`src/logic/map_defines.svh`:
```
`ifndef MAP_DEFINES_SVH
`define MAP_DEFINES_SVH

// widths
`define MAP_COORD_W 10
`define MAP_ADDR_W 17

// cycles per pixel step
`define MAP_H_STEP 1500000
`define MAP_V_STEP 2000000
`define MAP_MECH_STEP 2000000

// last h_dis that may still step right
`define MAP_H_MAX 282

// lift travel limits
`define MAP_LIFT1_MAX 22
`define MAP_LIFT2_MAX 15

// sprite memory layout
`define MAP_MEM_WIDTH 320
`define MAP_BG_ADDR 12900
`define MAP_BTN_UP_ADDR 540
`define MAP_BTN_DOWN_ADDR 60800

`endif

```
`src/logic/map_pkg.sv`:
```
`include "map_defines.svh"

package map_pkg;

    typedef enum logic [3:0] {
        move_idle  = 4'd6,
        move_right = 4'd7,
        move_left  = 4'd8,
        move_up    = 4'd9
    } move_e;

    typedef enum logic [1:0] {
        jump_none = 2'd0,
        jump_rise = 2'd1,
        jump_fall = 2'd2
    } jump_e;

    typedef struct packed {
        move_e move;
        jump_e jump;
    } player_cmd_t;

    typedef struct packed {
        logic [`MAP_COORD_W-1:0] h_dis;
        logic [`MAP_COORD_W-1:0] v_dis; // grows upward
    } player_pos_t;

    typedef struct packed {
        logic collision;
        logic land;
        logic edge_fall;
    } contact_t;

    typedef struct packed {
        logic                    btn1;
        logic                    btn2;
        logic [`MAP_COORD_W-1:0] lift1;
        logic [`MAP_COORD_W-1:0] lift2;
    } mech_state_t;

    typedef struct packed {
        logic [`MAP_COORD_W-1:0] vga_h;
        logic [`MAP_COORD_W-1:0] vga_v;
    } scan_t;

endpackage

```
`src/logic/player_motion.sv`:
```
`timescale 1ns/1ps
`include "map_defines.svh"

module player_motion #(
    parameter int unsigned h_step = `MAP_H_STEP,
    parameter int unsigned v_step = `MAP_V_STEP
) (
    input  logic                 clk,
    input  logic                 arst_n,
    input  logic                 en,
    input  map_pkg::player_cmd_t cmd,
    input  logic                 collision,
    output map_pkg::player_pos_t pos
);

    localparam int h_cnt_w = $clog2(h_step + 1);
    localparam int v_cnt_w = $clog2(v_step + 1);
    localparam logic [h_cnt_w-1:0] h_last = h_step[h_cnt_w-1:0];
    localparam logic [v_cnt_w-1:0] v_last = v_step[v_cnt_w-1:0];

    logic [h_cnt_w-1:0]      h_cnt;
    logic [v_cnt_w-1:0]      v_cnt;
    logic [`MAP_COORD_W-1:0] h_dis;
    logic [`MAP_COORD_W-1:0] v_dis;
    logic                    go_right;
    logic                    go_left;
    logic                    h_run;
    logic                    v_run;
    logic                    rise;
    logic                    fall;

    assign go_right = (cmd.move == map_pkg::move_right);
    assign go_left  = (cmd.move == map_pkg::move_left);
    assign h_run    = go_right || go_left;
    assign v_run    = h_run || (cmd.move == map_pkg::move_up);
    assign rise     = (cmd.jump == map_pkg::jump_rise);
    assign fall     = (cmd.jump == map_pkg::jump_fall);

    always_ff @(posedge clk or negedge arst_n) begin
        if (!arst_n) begin
            h_cnt <= '0;
            h_dis <= '0;
        end else if (!en) begin
            h_cnt <= '0;
            h_dis <= '0;
        end else if (cmd.move == map_pkg::move_idle) begin
            h_cnt <= '0;
        end else if (h_run) begin
            if (h_cnt == h_last) begin
                h_cnt <= '0;
                if (go_right && h_dis <= `MAP_H_MAX && !collision) begin
                    h_dis <= h_dis + 1'b1;
                end else if (go_left && h_dis != '0 && !collision) begin
                    h_dis <= h_dis - 1'b1;
                end
            end else begin
                h_cnt <= h_cnt + 1'b1;
            end
        end
    end

    // vertical runs under right, left and up; other states hold
    always_ff @(posedge clk or negedge arst_n) begin
        if (!arst_n) begin
            v_cnt <= '0;
            v_dis <= '0;
        end else if (!en) begin
            v_cnt <= '0;
            v_dis <= '0;
        end else if (v_run) begin
            if (cmd.jump == map_pkg::jump_none) begin
                v_cnt <= '0;
            end else if (rise || fall) begin
                if (v_cnt == v_last) begin
                    v_cnt <= '0;
                    if (rise) begin
                        v_dis <= v_dis + 1'b1;
                    end else if (v_dis != '0) begin // floor clamp
                        v_dis <= v_dis - 1'b1;
                    end
                end else begin
                    v_cnt <= v_cnt + 1'b1;
                end
            end
        end
    end

    assign pos = '{h_dis: h_dis, v_dis: v_dis};

endmodule

```
`src/logic/map_contacts.sv`:
```
`timescale 1ns/1ps

module map_contacts (
    input  map_pkg::player_cmd_t cmd,
    input  map_pkg::player_pos_t pos,
    input  logic                 btn1,
    input  logic                 btn2,
    output map_pkg::contact_t    contact
);

    // sprite edges relative to displacement
    int   h_p8;
    int   h_p10;
    int   h_p13;
    int   h_p22;
    int   h_p25;
    int   h_p28;
    int   head;
    int   feet;
    logic go_right;
    logic go_left;
    logic rise;
    logic fall;
    logic hit_wall1;
    logic hit_right;
    logic hit_wall2;
    logic hit_lift1;
    logic hit_slot;
    logic hit_wall3;
    logic hit_lift2;
    logic on_floor;
    logic on_step;
    logic on_wall1;
    logic on_lift1;
    logic on_wall2;
    logic on_lift2;
    logic on_wall3;

    assign h_p8  = int'(pos.h_dis) + 8;
    assign h_p10 = int'(pos.h_dis) + 10;
    assign h_p13 = int'(pos.h_dis) + 13;
    assign h_p22 = int'(pos.h_dis) + 22;
    assign h_p25 = int'(pos.h_dis) + 25;
    assign h_p28 = int'(pos.h_dis) + 28;
    assign head  = 199 - int'(pos.v_dis);
    assign feet  = 230 - int'(pos.v_dis);

    assign go_right = (cmd.move == map_pkg::move_right);
    assign go_left  = (cmd.move == map_pkg::move_left);
    assign rise     = (cmd.jump == map_pkg::jump_rise);
    assign fall     = (cmd.jump == map_pkg::jump_fall);

    assign hit_wall1 = rise && head == 190 && h_p10 < 240;
    assign hit_right = go_right && h_p28 >= 275 && feet >= 220;
    assign hit_wall2 = rise && head == 147 && h_p10 >= 90;
    assign hit_lift1 = btn1 && go_left && h_p10 <= 40 && feet <= 182 && feet >= 165;
    assign hit_slot  = !btn1 && h_p10 < 40 && head <= 147 && head >= 139; // lift 1 still down
    assign hit_wall3 = rise && head == 104 && h_p10 >= 75 && h_p10 < 270;
    assign hit_lift2 = btn2 && go_right && h_p28 >= 295 && feet >= 130;

    assign on_floor = fall && feet == 230 && h_p28 < 276;
    assign on_step  = fall && h_p13 >= 274 && h_p28 <= 320 && feet == 210;
    assign on_wall1 = fall && feet == 182 && h_p8 >= 8 && h_p25 < 255;
    assign on_lift1 = btn1 && fall && feet == 161 && h_p8 <= 40;
    assign on_wall2 = fall && h_p13 >= 80 && h_p13 < 310 && feet == 139;
    assign on_lift2 = btn2 && fall && feet == 124 && h_p8 >= 295;
    assign on_wall3 = fall && h_p13 >= 85 && h_p13 < 270 && feet == 96;

    assign contact.collision = hit_wall1 || hit_right || hit_wall2 || hit_lift1
                             || hit_slot || hit_wall3 || hit_lift2;

    assign contact.land = on_floor || on_step || on_wall1 || on_lift1
                        || on_wall2 || on_lift2 || on_wall3;

    // walking off one of the five ledges
    assign contact.edge_fall =
        (go_left  && h_p22 <= 277 && feet >= 210 && feet < 212) ||
        (go_right && h_p8  >= 230 && feet >= 182 && feet < 184) ||
        (go_right && h_p8  >= 35  && feet >= 161 && feet < 163) ||
        (go_left  && h_p22 <= 90  && feet >= 137 && feet <= 139) ||
        (go_left  && h_p22 <= 295 && feet >= 122 && feet <= 124);

endmodule

```
`src/logic/mech_ctrl.sv`:
```
`timescale 1ns/1ps
`include "map_defines.svh"

module mech_ctrl #(
    parameter int unsigned mech_step = `MAP_MECH_STEP
) (
    input  logic                 clk,
    input  logic                 arst_n,
    input  logic                 en,
    input  map_pkg::player_pos_t pos1,
    input  map_pkg::player_pos_t pos2,
    output map_pkg::mech_state_t mech
);

    localparam int cnt_w = $clog2(mech_step + 1);
    localparam logic [cnt_w-1:0] cnt_last = mech_step[cnt_w-1:0];

    logic [1:0]                         zone;
    logic [1:0]                         latch;
    logic [1:0][`MAP_COORD_W-1:0]       lift;

    // sprite box overlap with a button strip
    function automatic logic in_zone(input logic [`MAP_COORD_W-1:0] h_dis,
                                     input logic [`MAP_COORD_W-1:0] v_dis,
                                     input int right_off, input int left_off,
                                     input int x_lo, input int x_hi,
                                     input int v_base, input int v_lo, input int v_hi);
        int edge_r;
        int edge_l;
        int v_rel;
        edge_r = int'(h_dis) + right_off;
        edge_l = int'(h_dis) + left_off;
        v_rel  = v_base - int'(v_dis);
        return edge_r >= x_lo && edge_l < x_hi && v_rel >= v_lo && v_rel <= v_hi;
    endfunction

    assign zone[0] = in_zone(pos1.h_dis, pos1.v_dis, 22, 8, 100, 105, 230, 180, 182)
                  || in_zone(pos2.h_dis, pos2.v_dis, 30, 10, 100, 105, 230, 180, 182);
    assign zone[1] = in_zone(pos1.h_dis, pos1.v_dis, 22, 8, 244, 250, 200, 104, 106)
                  || in_zone(pos2.h_dis, pos2.v_dis, 30, 10, 244, 250, 200, 104, 106);

    for (genvar i = 0; i < 2; i++) begin : g_lift
        localparam int lift_max = (i == 0) ? `MAP_LIFT1_MAX : `MAP_LIFT2_MAX;

        logic [cnt_w-1:0]        cnt;
        logic [`MAP_COORD_W-1:0] lift_q;
        logic                    latch_q;

        always_ff @(posedge clk or negedge arst_n) begin
            if (!arst_n) begin
                latch_q <= 1'b0;
                cnt     <= '0;
                lift_q  <= '0;
            end else if (!en) begin
                latch_q <= 1'b0;
                cnt     <= '0;
                lift_q  <= '0;
            end else begin
                if (zone[i]) begin
                    latch_q <= 1'b1; // sticky
                end
                if (!latch_q) begin
                    cnt <= '0;
                end else if (cnt == cnt_last) begin
                    cnt <= '0;
                    if (lift_q < lift_max) begin
                        lift_q <= lift_q + 1'b1;
                    end
                end else begin
                    cnt <= cnt + 1'b1;
                end
            end
        end

        assign latch[i] = latch_q;
        assign lift[i]  = lift_q;
    end

    assign mech = '{btn1: latch[0], btn2: latch[1], lift1: lift[0], lift2: lift[1]};

endmodule

```
`src/logic/terrain_render.sv`:
```
`timescale 1ns/1ps
`include "map_defines.svh"

module terrain_render (
    input  logic                   clk,
    input  logic                   arst_n,
    input  map_pkg::scan_t         scan,
    input  logic                   btn1,
    output logic [`MAP_ADDR_W-1:0] addr
);

    localparam int n_rect = 14;

    // priority order is ceiling, red river, blue river, floor, left, right,
    // walls 1 to 6, red door, blue door
    localparam int rect_h0 [n_rect] = '{0, 150, 210, 0, 0, 310,
                                        10, 90, 85, 160, 110, 275, 250, 280};
    localparam int rect_v0 [n_rect] = '{0, 230, 230, 230, 10, 10,
                                        182, 139, 96, 89, 48, 210, 19, 19};
    localparam int rect_w  [n_rect] = '{320, 40, 40, 320, 10, 10,
                                        230, 220, 185, 50, 200, 35, 23, 23};
    localparam int rect_ht [n_rect] = '{10, 6, 6, 10, 220, 220,
                                        8, 8, 8, 8, 8, 20, 29, 29};
    localparam int rect_mh [n_rect] = '{0, 0, 55, 0, 305, 305,
                                        50, 0, 0, 0, 0, 0, 0, 32};
    localparam int rect_mv [n_rect] = '{220, 65, 70, 220, 10, 10,
                                        215, 220, 220, 220, 220, 218, 89, 89};

    logic [`MAP_COORD_W-1:0] h;
    logic [`MAP_COORD_W-1:0] v;
    logic [`MAP_ADDR_W-1:0]  next_addr;

    assign h = scan.vga_h >> 1; // 320x240 game grid
    assign v = scan.vga_v >> 1;

    always_comb begin
        int lin;
        lin = 0;
        if (h >= 100 && h < 105 && v >= 177 && v < 182) begin
            next_addr = btn1 ? `MAP_ADDR_W'(`MAP_BTN_DOWN_ADDR) : `MAP_ADDR_W'(`MAP_BTN_UP_ADDR);
        end else begin
            next_addr = `MAP_ADDR_W'(`MAP_BG_ADDR);
        end
        // walk backwards so the earliest entry wins
        for (int i = n_rect - 1; i >= 0; i--) begin
            if (int'(h) >= rect_h0[i] && int'(h) < rect_h0[i] + rect_w[i] &&
                int'(v) >= rect_v0[i] && int'(v) < rect_v0[i] + rect_ht[i]) begin
                lin = (rect_mv[i] + int'(v) - rect_v0[i]) * `MAP_MEM_WIDTH
                    + rect_mh[i] + int'(h) - rect_h0[i];
                next_addr = lin[`MAP_ADDR_W-1:0];
            end
        end
    end

    always_ff @(posedge clk or negedge arst_n) begin
        if (!arst_n) begin
            addr <= `MAP_ADDR_W'(`MAP_BG_ADDR);
        end else begin
            addr <= next_addr;
        end
    end

endmodule

```
`src/logic/map_top.sv`:
```
`timescale 1ns/1ps
`include "map_defines.svh"

module map_top #(
    parameter int unsigned h_step    = `MAP_H_STEP,
    parameter int unsigned v_step    = `MAP_V_STEP,
    parameter int unsigned mech_step = `MAP_MECH_STEP
) (
    input  logic                   clk,
    input  logic                   arst_n,
    input  logic                   en,
    input  map_pkg::player_cmd_t   cmd1,
    input  map_pkg::player_cmd_t   cmd2,
    input  map_pkg::scan_t         scan,
    output map_pkg::player_pos_t   pos1,
    output map_pkg::player_pos_t   pos2,
    output map_pkg::contact_t      contact1,
    output map_pkg::contact_t      contact2,
    output map_pkg::mech_state_t   mech,
    output logic [`MAP_ADDR_W-1:0] addr
);

    player_motion #(.h_step(h_step), .v_step(v_step)) u_motion1 (
        .clk       (clk),
        .arst_n    (arst_n),
        .en        (en),
        .cmd       (cmd1),
        .collision (contact1.collision), // same-player feedback
        .pos       (pos1)
    );

    player_motion #(.h_step(h_step), .v_step(v_step)) u_motion2 (
        .clk       (clk),
        .arst_n    (arst_n),
        .en        (en),
        .cmd       (cmd2),
        .collision (contact2.collision),
        .pos       (pos2)
    );

    map_contacts u_contacts1 (
        .cmd     (cmd1),
        .pos     (pos1),
        .btn1    (mech.btn1),
        .btn2    (mech.btn2),
        .contact (contact1)
    );

    map_contacts u_contacts2 (
        .cmd     (cmd2),
        .pos     (pos2),
        .btn1    (mech.btn1),
        .btn2    (mech.btn2),
        .contact (contact2)
    );

    mech_ctrl #(.mech_step(mech_step)) u_mech (
        .clk    (clk),
        .arst_n (arst_n),
        .en     (en),
        .pos1   (pos1),
        .pos2   (pos2),
        .mech   (mech)
    );

    terrain_render u_render (
        .clk    (clk),
        .arst_n (arst_n),
        .scan   (scan),
        .btn1   (mech.btn1),
        .addr   (addr)
    );

endmodule

```
`config.mk`:
```
export PLATFORM = sky130hd
export DESIGN_NAME = map_top
export DESIGN_NICKNAME = d
export VERILOG_FILES = /design/src/logic/map_pkg.sv /design/src/logic/player_motion.sv /design/src/logic/map_contacts.sv /design/src/logic/mech_ctrl.sv /design/src/logic/terrain_render.sv /design/src/logic/map_top.sv
export VERILOG_INCLUDE_DIRS = /design/src /design/src/logic
export SDC_FILE = /design/constraint.sdc
export NUM_CORES = 1
export LEC_CHECK = 0
export BUFFER_PORTS_ARGS = -buffer_cell sky130_fd_sc_hd__buf_2
export CORE_MARGIN = 2
export CORE_UTILIZATION = 55
export CTS_BUF_LIST = sky130_fd_sc_hd__clkbuf_4 sky130_fd_sc_hd__clkbuf_8 sky130_fd_sc_hd__clkbuf_16
export DETAILED_ROUTE_END_ITERATION = 10
export PLACE_DENSITY = 0.71
export REMOVE_ABC_BUFFERS = 1
export SLEW_MARGIN = 0
export SYNTH_ARGS = -nofsm -noshare
export SYNTH_HDL_FRONTEND = slang
export SYNTH_SLANG_ARGS = --single-unit
```
`constraint.sdc`:
```
create_clock -name clk -period 6.3 [get_ports clk]
set_clock_uncertainty 0.2 [all_clocks]
set_input_delay 0.945 -clock clk [delete_from_list [all_inputs] [get_ports clk]]
set_output_delay 0.945 -clock clk [all_outputs]
set_load 0.01 [all_outputs]
```
Yosys cells after proc, flatten, opt, wreduce, memory -nomap -nowiden

Cells that the tools add are included.
Widths: inputs -> output; s select.

ROM bits: 0
Memory bits (writable): 0
Input bits: 35
Memories: 0
Logic and storage cells: 622
Bits in latches: 0
Register bits after elaboration: 205

Multiply operators: 12
Reductions and logical operators: 226
Add/sub/neg operators: 81
Div/mod/pow operators: 0
Equal/unequal tests: 68
Bitwise gates (word level): 0
Shift-type cells: 0
$lt $le $gt $ge: 142
Multiplexer cells: 78

Operators with widths:

| kind                  | number |
|---|---|
| $ge 32x9->1 const B   | 22 |
| $mux 21               | 24 |
| $eq 32x9->1 const B   | 14 |
| $ge 32x8->1 const B   | 13 |
| $lt 32x9->1 const B   | 12 |
| $mul 32x4->11 const B | 12 |
| $mux 10               | 34 |
| $ge 32x10->1 const B  | 8 |
| $lt 32x10->1 const B  | 8 |
| $mux 17               | 14 |
| $add 17x10->17        | 13 |
| $eq 32x8->1 const B   | 6 |
| $le 32x10->1 const B  | 6 |
| $le 32x8->1 const B   | 6 |
| $le 32x9->1 const B   | 6 |
| $sub 32x9->32 const B | 6 |
| $logic_and 1x1->1     | 169 |
| $le 32x7->1 const B   | 4 |
| $add 21x1->21 const B | 6 |
| $eq 21x21->1 const B  | 6 |
| $lt 9x8->1 const B    | 10 |
| $ge 9x8->1 const B    | 9 |
| $add 10x5->11 const B | 7 |
| $sub 17x9->17 const B | 4 |
| other kinds (50)      | 188 |

Longest topological paths before layout

Gate-level depths: netlist of run 1.

Word-level depth: 20
Depth in mapped cells: 28
Mapped depth without buffers: 25

Cells and area by module

From an unflattened synthesis of run 1, not the netlist that was laid out.

Cell total of the unflattened synthesis: 4544
Area total of the unflattened synthesis: 34834.7 um2

Modules (own cells, without submodules):

| module         | times used | area each (um2) | cells each | seq. area each (um2) |
|---|---|---|---|---|
| terrain_render | 1          | 15280.9         | 2057       | 432.9 |
| player_motion  | 2          | 4035.1          | 453        | 1551.5 |
| map_contacts   | 2          | 3512.1          | 532        | 0.0 |
| mech_ctrl      | 1          | 4459.3          | 517        | 1601.5 |

Worst setup path before layout of run 1

Ideal clock, no wire load.

Kind: input to register
From: input scan[2] (netlist bit)
To: register u_render.addr[15]
Cell stages on the path: 26
Arrival time: 5.854 ns
Required time: 5.978 ns
Library setup time: 0.122 ns
Setup slack: 0.125 ns
Cells stage by stage: buf_2 > buf_2 > inv_1 > ha_1 > ha_1 > a21o_1 > xor2_1 > ha_1 > ha_1 > inv_1 > fa_1 > nand2b_1 > a21oi_1 > xor2_1 > inv_1 > ha_1 > clkbuf_1 > nand3_1 > nor3_1 > nand2_1 > nand2_1 > xor2_1 > o211ai_1 > a2111oi_0 > o21ai_0 > a32o_1

Longest elaborated chain between the ends: 20
Elaborated cells between the ends (all ways): 123

Ends and longest elaborated chain:

| element                          | line                 | RTL |
|---|---|---|
| start, declared                  | map_top.sv:14        | `input map_pkg::scan_t scan,` |
| $add 7x9->10                     | terrain_render.sv:48 | `` lin = (rect_mv[i] + int'(v) - rect_v0[i]) * `MAP_MEM_WIDTH `` |
| $sub 32x6->32                    | terrain_render.sv:48 |  |
| $mul 32x4->11 (no line)          | n/a                  |  |
| $add 17x7->17                    | terrain_render.sv:48 |  |
| $add 17x10->17                   | terrain_render.sv:48 |  |
| $sub 17x10->17                   | terrain_render.sv:48 |  |
| $mux 17 (13 in a row)            | terrain_render.sv:46 | `if (int'(h) >= rect_h0[i] && int'(h) < rect_h0[i] + rect_w[i] &&` |
| $mux 17 (*)                      | terrain_render.sv:46 |  |
| named net u_render.next_addr[15] | terrain_render.sv:31 | `` logic [`MAP_ADDR_W-1:0] next_addr; `` |
| end signal, assigned             | terrain_render.sv:57 | `` addr <= `MAP_ADDR_W'(`MAP_BG_ADDR); `` |
| end signal, assigned             | terrain_render.sv:59 | `addr <= next_addr;` |
| end, declared                    | terrain_render.sv:9  | `` output logic [`MAP_ADDR_W-1:0] addr `` |

The timed path passes the listed nets; every way through them passes the cells marked *.
A chain may end at the register's enable or synchronous reset.

Worst setup path after layout of run 1

From: input scan[2] (netlist bit)
To: register u_render.addr[14]

The elaborated chain is that of the path after synthesis.

==> metrics.cfg, run 1 <==
[sta]
fin_ws_ns = 0.2897
whs_ns = 0.1980
setup_viol_count_final = 0
hold_violations = 0
fin_crit_sh_pct = 95.40
rsz0062_at_grt = false
finalMaxSlewViolations = 0
maxSlewHeadroom_pct = 20.47
tns_ns = 0
max_freq_mhz = 166.4
tightest_slew_ns = 1.189
post-route-min-period_ns = 6.010

[final_layout]
layout_commonest_cell = ha_1
fillers = 5526
syn2layout_area_growth_pct = 11.71
fin_nets = 5223
drive_gt1_share_pct = 12.65
mostFrequentLayoutCells = 441 x ha_1, 433 x nor2_1, 388 x nand2_1

[clocking]
htreeDepth = 1
cts_tree = done
clk_pin_slew_ns = 0.06
clock-sinks = 205
cts_root_buffer = clkbuf_16
cts_made_buffers = 24
clock_path_buffers = 3
cts_setup_buffers = 0
ctsHoldBuffers = 0
clk_latency_ns = 0.55

[min_path]
hp-class = in2async

[power_and_ir_drop]
p_per_area_nw_per_um2 = 362.4
p_leak_nw = 16.99
ir_drop_mv = 0.3370

[routing]
vias = 34839
drc = 0
wl_per_cell_um = 20.48
ant_nets = 0
wl_met2_mm = 50.32
drt_iter0_drc = 3339
drt-pass1-iter-count = 6
wl_met1_mm = 47.51
wl_mm = 113.2
top_layer = met5
via_per_inst = 6.303
wl_met3_mm = 9.341

[grt]
antenna_found_initial = 4
grt_pass1_wl_mm = 176.8
overflow = 0
grt_pass1_vias = 32300
grt_usage_pct = 34.47
grt_max_degree = 128

[setup_path]
max_stage_delay_ns = 0.35
cp_num_buf_inv = 7
path_class = in2reg
crit_slowest_cell = a211oi_1
cp.arrival_ns = 6.20
crit_fanout = 9
cp_top_family = compound AO/OA/AOI/OAI gates
end_kind = flop
start_kind = primary input
crit_required_ns = 6.49

[synthesis]
synth_cells = 4466
synth_edf_count = 0
netlist_area_um2 = 33720
yosysSeqAreaShare_pct = 15.24
synth.avg_cell_area_um2 = 7.550
ys.flop_type = dfrtp_1
synth_top_area_share_pct = 16.40
synth.ff_latch_count = 205
netlist-cell-type-count = 111
yosys_warnings = 0
synth_area_leaders = ha_1 16%, dfrtp_1 15%, xnor2_1 8.1%, nor2_1 4.8%, a21oi_1 4.6%
async_flop_share_pct = 100.0
yosysTopAreaCell = ha_1

[place]
post-place-ws_ns = -0.2779
place_congestion = 1.048
numPortBuffers = 117
dpl.hpwl_mm = 88.76

[floorplan]
die_h_um = 251.6
die_w_um = 251.6
initial_core_util_pct = 55.76
row_count = 90
ios = 120
core_area_um2 = 60470
die_area_um2 = 63300

[outcome]
outcome = finished, final reports clean

[flow_run]
max_cap_viol_count = 0

==> final timing paths <==
path                                               from                 endpoint  slack (ns)  cells after the start
worst max-delay path                            scan[2]        u_render.addr[14]        0.29                     26
worst min-delay path                             arst_n       u_motion2.h_dis[1]        0.20                      1
worst max register to register       u_motion1.h_dis[3]       u_motion1.h_dis[9]        0.59                     21
worst min register to register  u_mech.g_lift[0].cnt[0]  u_mech.g_lift[0].cnt[0]        0.32                      1
max in group asynchronous                        arst_n  u_mech.g_lift[0].cnt[3]        4.53                      2
min in group clk                u_mech.g_lift[0].cnt[0]  u_mech.g_lift[0].cnt[0]        0.32                      1
==> stage by stage <==
| stage | cells | utilization [%] | total power, W | area (um2) |
|---|---|---|---|---|
| floorplan | 4263 | - | 0.008430 | 32830 |
| global placement | 5481 | 60.95 | 0.01189 | 36860 |
| detailed placement | 5481 | 60.95 | 0.01198 | 36860 |
| CTS | 5525 | 62.26 | 0.01347 | 37650 |
| global route | 5525 | 62.28 | 0.01461 | 37660 |
| finish | 5527 | 62.29 | 0.01365 | 37670 |
==> metal layers <==
layer / GRT usage (%) / vias to the layer above
met2: 55.75 / 1598
met4: 15.70 / 4
li1: - / 16579
met5: 0 / -
met1: 45.73 / 16321
met3: 4.643 / 337
==> synthesized netlist by cell type, types with 32 or more instances <==
| cell type | instances |
|---|---|
| nor2_1 | 433 |
| a211oi_1 | 33 |
| a31oi_1 | 60 |
| nor4_1 | 32 |
| nand3_1 | 168 |
| nand4_1 | 68 |
| dfrtp_1 | 199 |
| ha_1 | 442 |
| a21o_1 | 66 |
| and3_1 | 62 |
| xnor2_1 | 313 |
| or3_1 | 34 |
| o22ai_1 | 44 |
| clkbuf_1 | 125 |
| a21oi_1 | 309 |
| xor2_1 | 175 |
| nor2b_1 | 61 |
| mux2i_1 | 45 |
| nand2_1 | 388 |
| nand2b_1 | 69 |
| inv_1 | 255 |
| and2_1 | 34 |
| buf_2 | 40 |
| nor3_1 | 103 |
| o21ai_0 | 235 |
==> what timing repair did <==
item                       in CTS  in global routing
resized for setup               0                  5
hold endpoints to repair        0                  0
setup endpoints to repair       0                  2
==> logic make-up (layout without fill, tap and decap cells) <==
family | count (synthesis) | in the layout | share of synthesized area, %
adder cells (fa/ha/maj) | 463 | 463 | 17.65
AO/OA/AOI/OAI | 1166 | 1166 | 22.98
XOR/XNOR | 498 | 498 | 13.34
buffers and inverters | 471 | 748 | 5.614
multiplexers | 50 | 50 | 1.503
other | 0 | 2 | 0
flip-flops | 205 | 205 | 15.24
AND/OR/NAND/NOR | 1613 | 1613 | 23.67
==> power by group <==
| part | switching, W | total (W) | internal [W] |
|---|---|---|---|
| clock network | 0.000583 | 0.00140 | 0.000819 |
| logic | 0.00604 | 0.0106 | 0.00458 |
| registers | 0.000217 | 0.00163 | 0.00142 |
==> sequential cells by signal, indices dropped and copies added, names as in the netlist, 17 cells and up <==
name and flops:
u_mech.g_lift.lift_q 20, u_motion1.h_cnt 21, u_mech.g_lift.cnt 42, u_motion2.h_cnt 21
u_render.addr 17, u_motion1.v_cnt 21, u_motion2.v_cnt 21
==> cell type report <==
class | count | area [um2] | area share, %
Tap cell | 782 | 978.4 | 2.597
Clock buffer | 37 | 747.0 | 1.983
Antenna cell | 2 | 5.005 | 0.01329
Inverter | 268 | 1006 | 2.671
Sequential cell | 205 | 5137 | 13.64
Clock inverter | 7 | 46.29 | 0.1229
Multi-Input combinational cell | 3790 | 26730 | 70.97
Timing Repair Buffer | 436 | 3015 | 8.005
(Power assumes the default switching activity.)
==> run 2: changes to the inputs <==
--- a/config.mk
+++ b/config.mk
@@ -7,11 +7,13 @@
 export NUM_CORES = 1
 export LEC_CHECK = 0
 export BUFFER_PORTS_ARGS = -buffer_cell sky130_fd_sc_hd__buf_2
+export CELL_PAD_IN_SITES_DETAIL_PLACEMENT = 1
+export CELL_PAD_IN_SITES_GLOBAL_PLACEMENT = 1
 export CORE_MARGIN = 2
-export CORE_UTILIZATION = 55
+export CORE_UTILIZATION = 49
 export CTS_BUF_LIST = sky130_fd_sc_hd__clkbuf_4 sky130_fd_sc_hd__clkbuf_8 sky130_fd_sc_hd__clkbuf_16
 export DETAILED_ROUTE_END_ITERATION = 10
-export PLACE_DENSITY = 0.71
+export PLACE_DENSITY = 0.83
 export REMOVE_ABC_BUFFERS = 1
 export SLEW_MARGIN = 0
 export SYNTH_ARGS = -nofsm -noshare
==> run 2 against run 1 <==
Compared with the run above: routed wire length rose by 19%; design area up 1.4%; global-route usage increased by 2.7 points; register-to-register slack worse by 0.22 ns; cell count up 2.3%; sequential cell count did not move; first-iteration DRC count down 7.9%; total power increased by 5.3%; sequential share of layout area down 0.19 points; sequential power barely moved; combinational power up 5%; critical path depth rose by 3; highest routed layer unchanged.
==> metrics.cfg, run 2 (synthesis results as in run 1) <==
[sta]
fin_ws_ns = 0.1085  ; -0.1812 ns
tightest_slew_ns = 1.143  ; -0.04562 ns
setup_viol_count_final = 0  ; unchanged
hold_violations = 0  ; unchanged
fin_crit_sh_pct = 98.28  ; +2.9 points
post-route-min-period_ns = 6.191  ; +0.1812 ns
finalMaxSlewViolations = 0  ; unchanged
max_freq_mhz = 161.5  ; -2.9%
maxSlewHeadroom_pct = 23.52  ; +3.1 points

[routing]
drt_iter0_drc = 3074  ; -7.9%
via_per_inst = 6.474  ; +2.7%
wl_per_cell_um = 23.91  ; +17%
drc = 0  ; unchanged
vias = 36617  ; +5.1%
drt-pass1-iter-count = 8  ; +2
ant_nets = 0  ; unchanged
wl_mm = 135.2  ; +19%

[floorplan]
ios = 120  ; unchanged
die_w_um = 266.3  ; +5.9%
core_area_um2 = 68350  ; +13%
die_h_um = 266.3  ; +5.9%
die_area_um2 = 70930  ; +12%
row_count = 96  ; +6.7%
initial_core_util_pct = 49.34  ; -6.4 points

[place]
place_congestion = 1.047  ; -0.12%
post-place-ws_ns = -0.6108  ; -0.3329 ns
dpl.hpwl_mm = 103.9  ; +17%
numPortBuffers = 117  ; unchanged

[clocking]
clk_pin_slew_ns = 0.06  ; about the same
ctsHoldBuffers = 0  ; unchanged
clk_latency_ns = 0.58  ; +0.03 ns
clock-sinks = 205  ; unchanged
cts_tree = done
htreeDepth = 1  ; unchanged
cts_made_buffers = 27  ; +13%
cts_root_buffer = clkbuf_16
clock_path_buffers = 3  ; unchanged
cts_setup_buffers = 0  ; unchanged

[final_layout]
mostFrequentLayoutCells = 440 x ha_1, 433 x nor2_1, 388 x nand2_1
syn2layout_area_growth_pct = 13.26
regMostFlops = u_mech.g_lift.cnt
fillers = 8702  ; +57%
layout_commonest_cell = ha_1
drive_gt1_share_pct = 13.40  ; +0.75 points
largest_register_ffs = 42  ; unchanged
fin_nets = 5253  ; +0.57%

[setup_path]
start_kind = primary input
timing.reg2reg.setup_slack_ns = 0.37  ; -0.22 ns
cp_top_family = compound AO/OA/AOI/OAI gates
r2r_cells = 19  ; -9.5%
crit_slowest_cell = a2111oi_2
end_kind = flop
crit_required_ns = 6.59  ; +0.10 ns
crit_fanout = 6  ; -3
max_stage_delay_ns = 0.43  ; +0.08 ns
r2r_end = u_motion2.h_dis[9]
cp_num_buf_inv = 6  ; -1
r2r-start = u_motion2.v_dis[5]
path_class = in2reg
cp.arrival_ns = 6.48  ; +0.28 ns

[power_and_ir_drop]
p_int_w = 0.007046  ; +3.4%
p_per_area_nw_per_um2 = 376.3  ; +3.8%
swShare_pct = 50.97  ; +0.89 points
p_comb_share_pct = 77.3  ; -0.5 points
p_leak_nw = 17.18  ; +1.1%
ir_drop_mv = 0.2920  ; -13%
power_switching_w = 0.007324  ; +7.1%
pwr-share-seq_pct = 11.6  ; -0.4 points
clock_power_share_pct = 11.1  ; +0.8 points
fin_total_pwr_w = 0.01437  ; +5.3%

[outcome]
outcome = finished, final reports clean

[grt]
grt_pass1_wl_mm = 211.4  ; +20%
grt_pass1_vias = 37879  ; +17%
overflow = 0  ; unchanged
grt_usage_pct = 37.13  ; +2.7 points
antenna_found_initial = 7  ; +3
grt_max_degree = 161  ; +26%

[flow_run]
max_cap_viol_count = 0  ; unchanged

[min_path]
hp-class = in2async

-- run 2: cell count changes in the layout (fill, tap and decap cells not counted), moves of 3 or more --
cell        previous run  this run
bufinv_16              0         3
buf_4                317       342
clkinvlp_4             0         3
clkinv_2               4         0
-- run 2: power by group through the flow --
stage	Clock, W	Sequential, W	Combinational (W)
floorplan	0	0.00174	0.00669
global placement	0	0.00167	0.0103
detailed placement	0	0.00167	0.0107
CTS	0.00161	0.00165	0.0109
global route	0.00166	0.00167	0.0120
finish	0.00159	0.00166	0.0111
-- run 2: worst register-to-register path, cell delays in order (launching register included) --
cell,delay [ns]
dfrtp_1,0.66
inv_2,0.23
a21oi_2,0.30
mux2_2,0.38
a211oi_1,0.59
o41ai_1,0.22
a311o_1,0.32
a211o_1,0.35
nand3_1,0.37
ha_1,0.32
a21o_1,0.16
a21oi_1,0.33
o21ai_0,0.13
a21oi_1,0.25
o21ai_0,0.20
nand3_1,0.16
a21oi_1,0.07
a31oi_1,0.21
nor3_1,0.08
o221a_2,0.28
-- run 2: worst max path at each step --
stage	from	end	slack, ns	depth (start not counted)
after floorplan	scan[1]	u_render.addr[13]	0.30	25
after global routing	scan[2]	u_render.addr[16]	-0.006	25
after global placement	scan[1]	u_render.addr[13]	-0.42	28
after detailed placement	scan[1]	u_render.addr[13]	-0.61	28
after CTS	scan[1]	u_render.addr[13]	0.02	28
final	scan[2]	u_render.addr[13]	0.11	29
-- run 2: cell type report --
cell class	count	area (um2)	area share [%]
antenna	4	10.01	0.02621
multi-input combinational	3790	26810	70.20
tap	882	1104	2.890
clock buffer	37	769.5	2.015
sequential	205	5137	13.45
inverter	268	1006	2.634
clock inverter	7	121.4	0.3178
timing repair buffer	463	3234	8.469
-- run 2: through the flow --
stage               hold slack, ns  std cells  utilization, %  area (um2)  setup TNS (ns)
detailed placement          0.3156       5608           54.43       37200          -1.552
finish                     0.09165       5656           55.88       38190               0
global route                0.1194       5654           55.87       38190       -0.006001
global placement            0.2978       5608           54.43       37200         -0.6276
CTS                        0.08810       5652           55.74       38100               0
floorplan                   0.2682       4263               -       32830               0
-- run 2: layer usage --
metal / GRT usage (%) / up-vias / wire, um
met5: 0.6930 / - / 103
met4: 21.01 / 10 / 8350
met3: 5.388 / 474 / 9202
met2: 62.18 / 1444 / 62760
met1: 45.53 / 18056 / 54810
li1: - / 16633 / -
-- run 2: what timing repair did --
item	CTS	global route
setup endpoints to repair	1	4
pin swaps	0	3
gates resized for setup	1	19
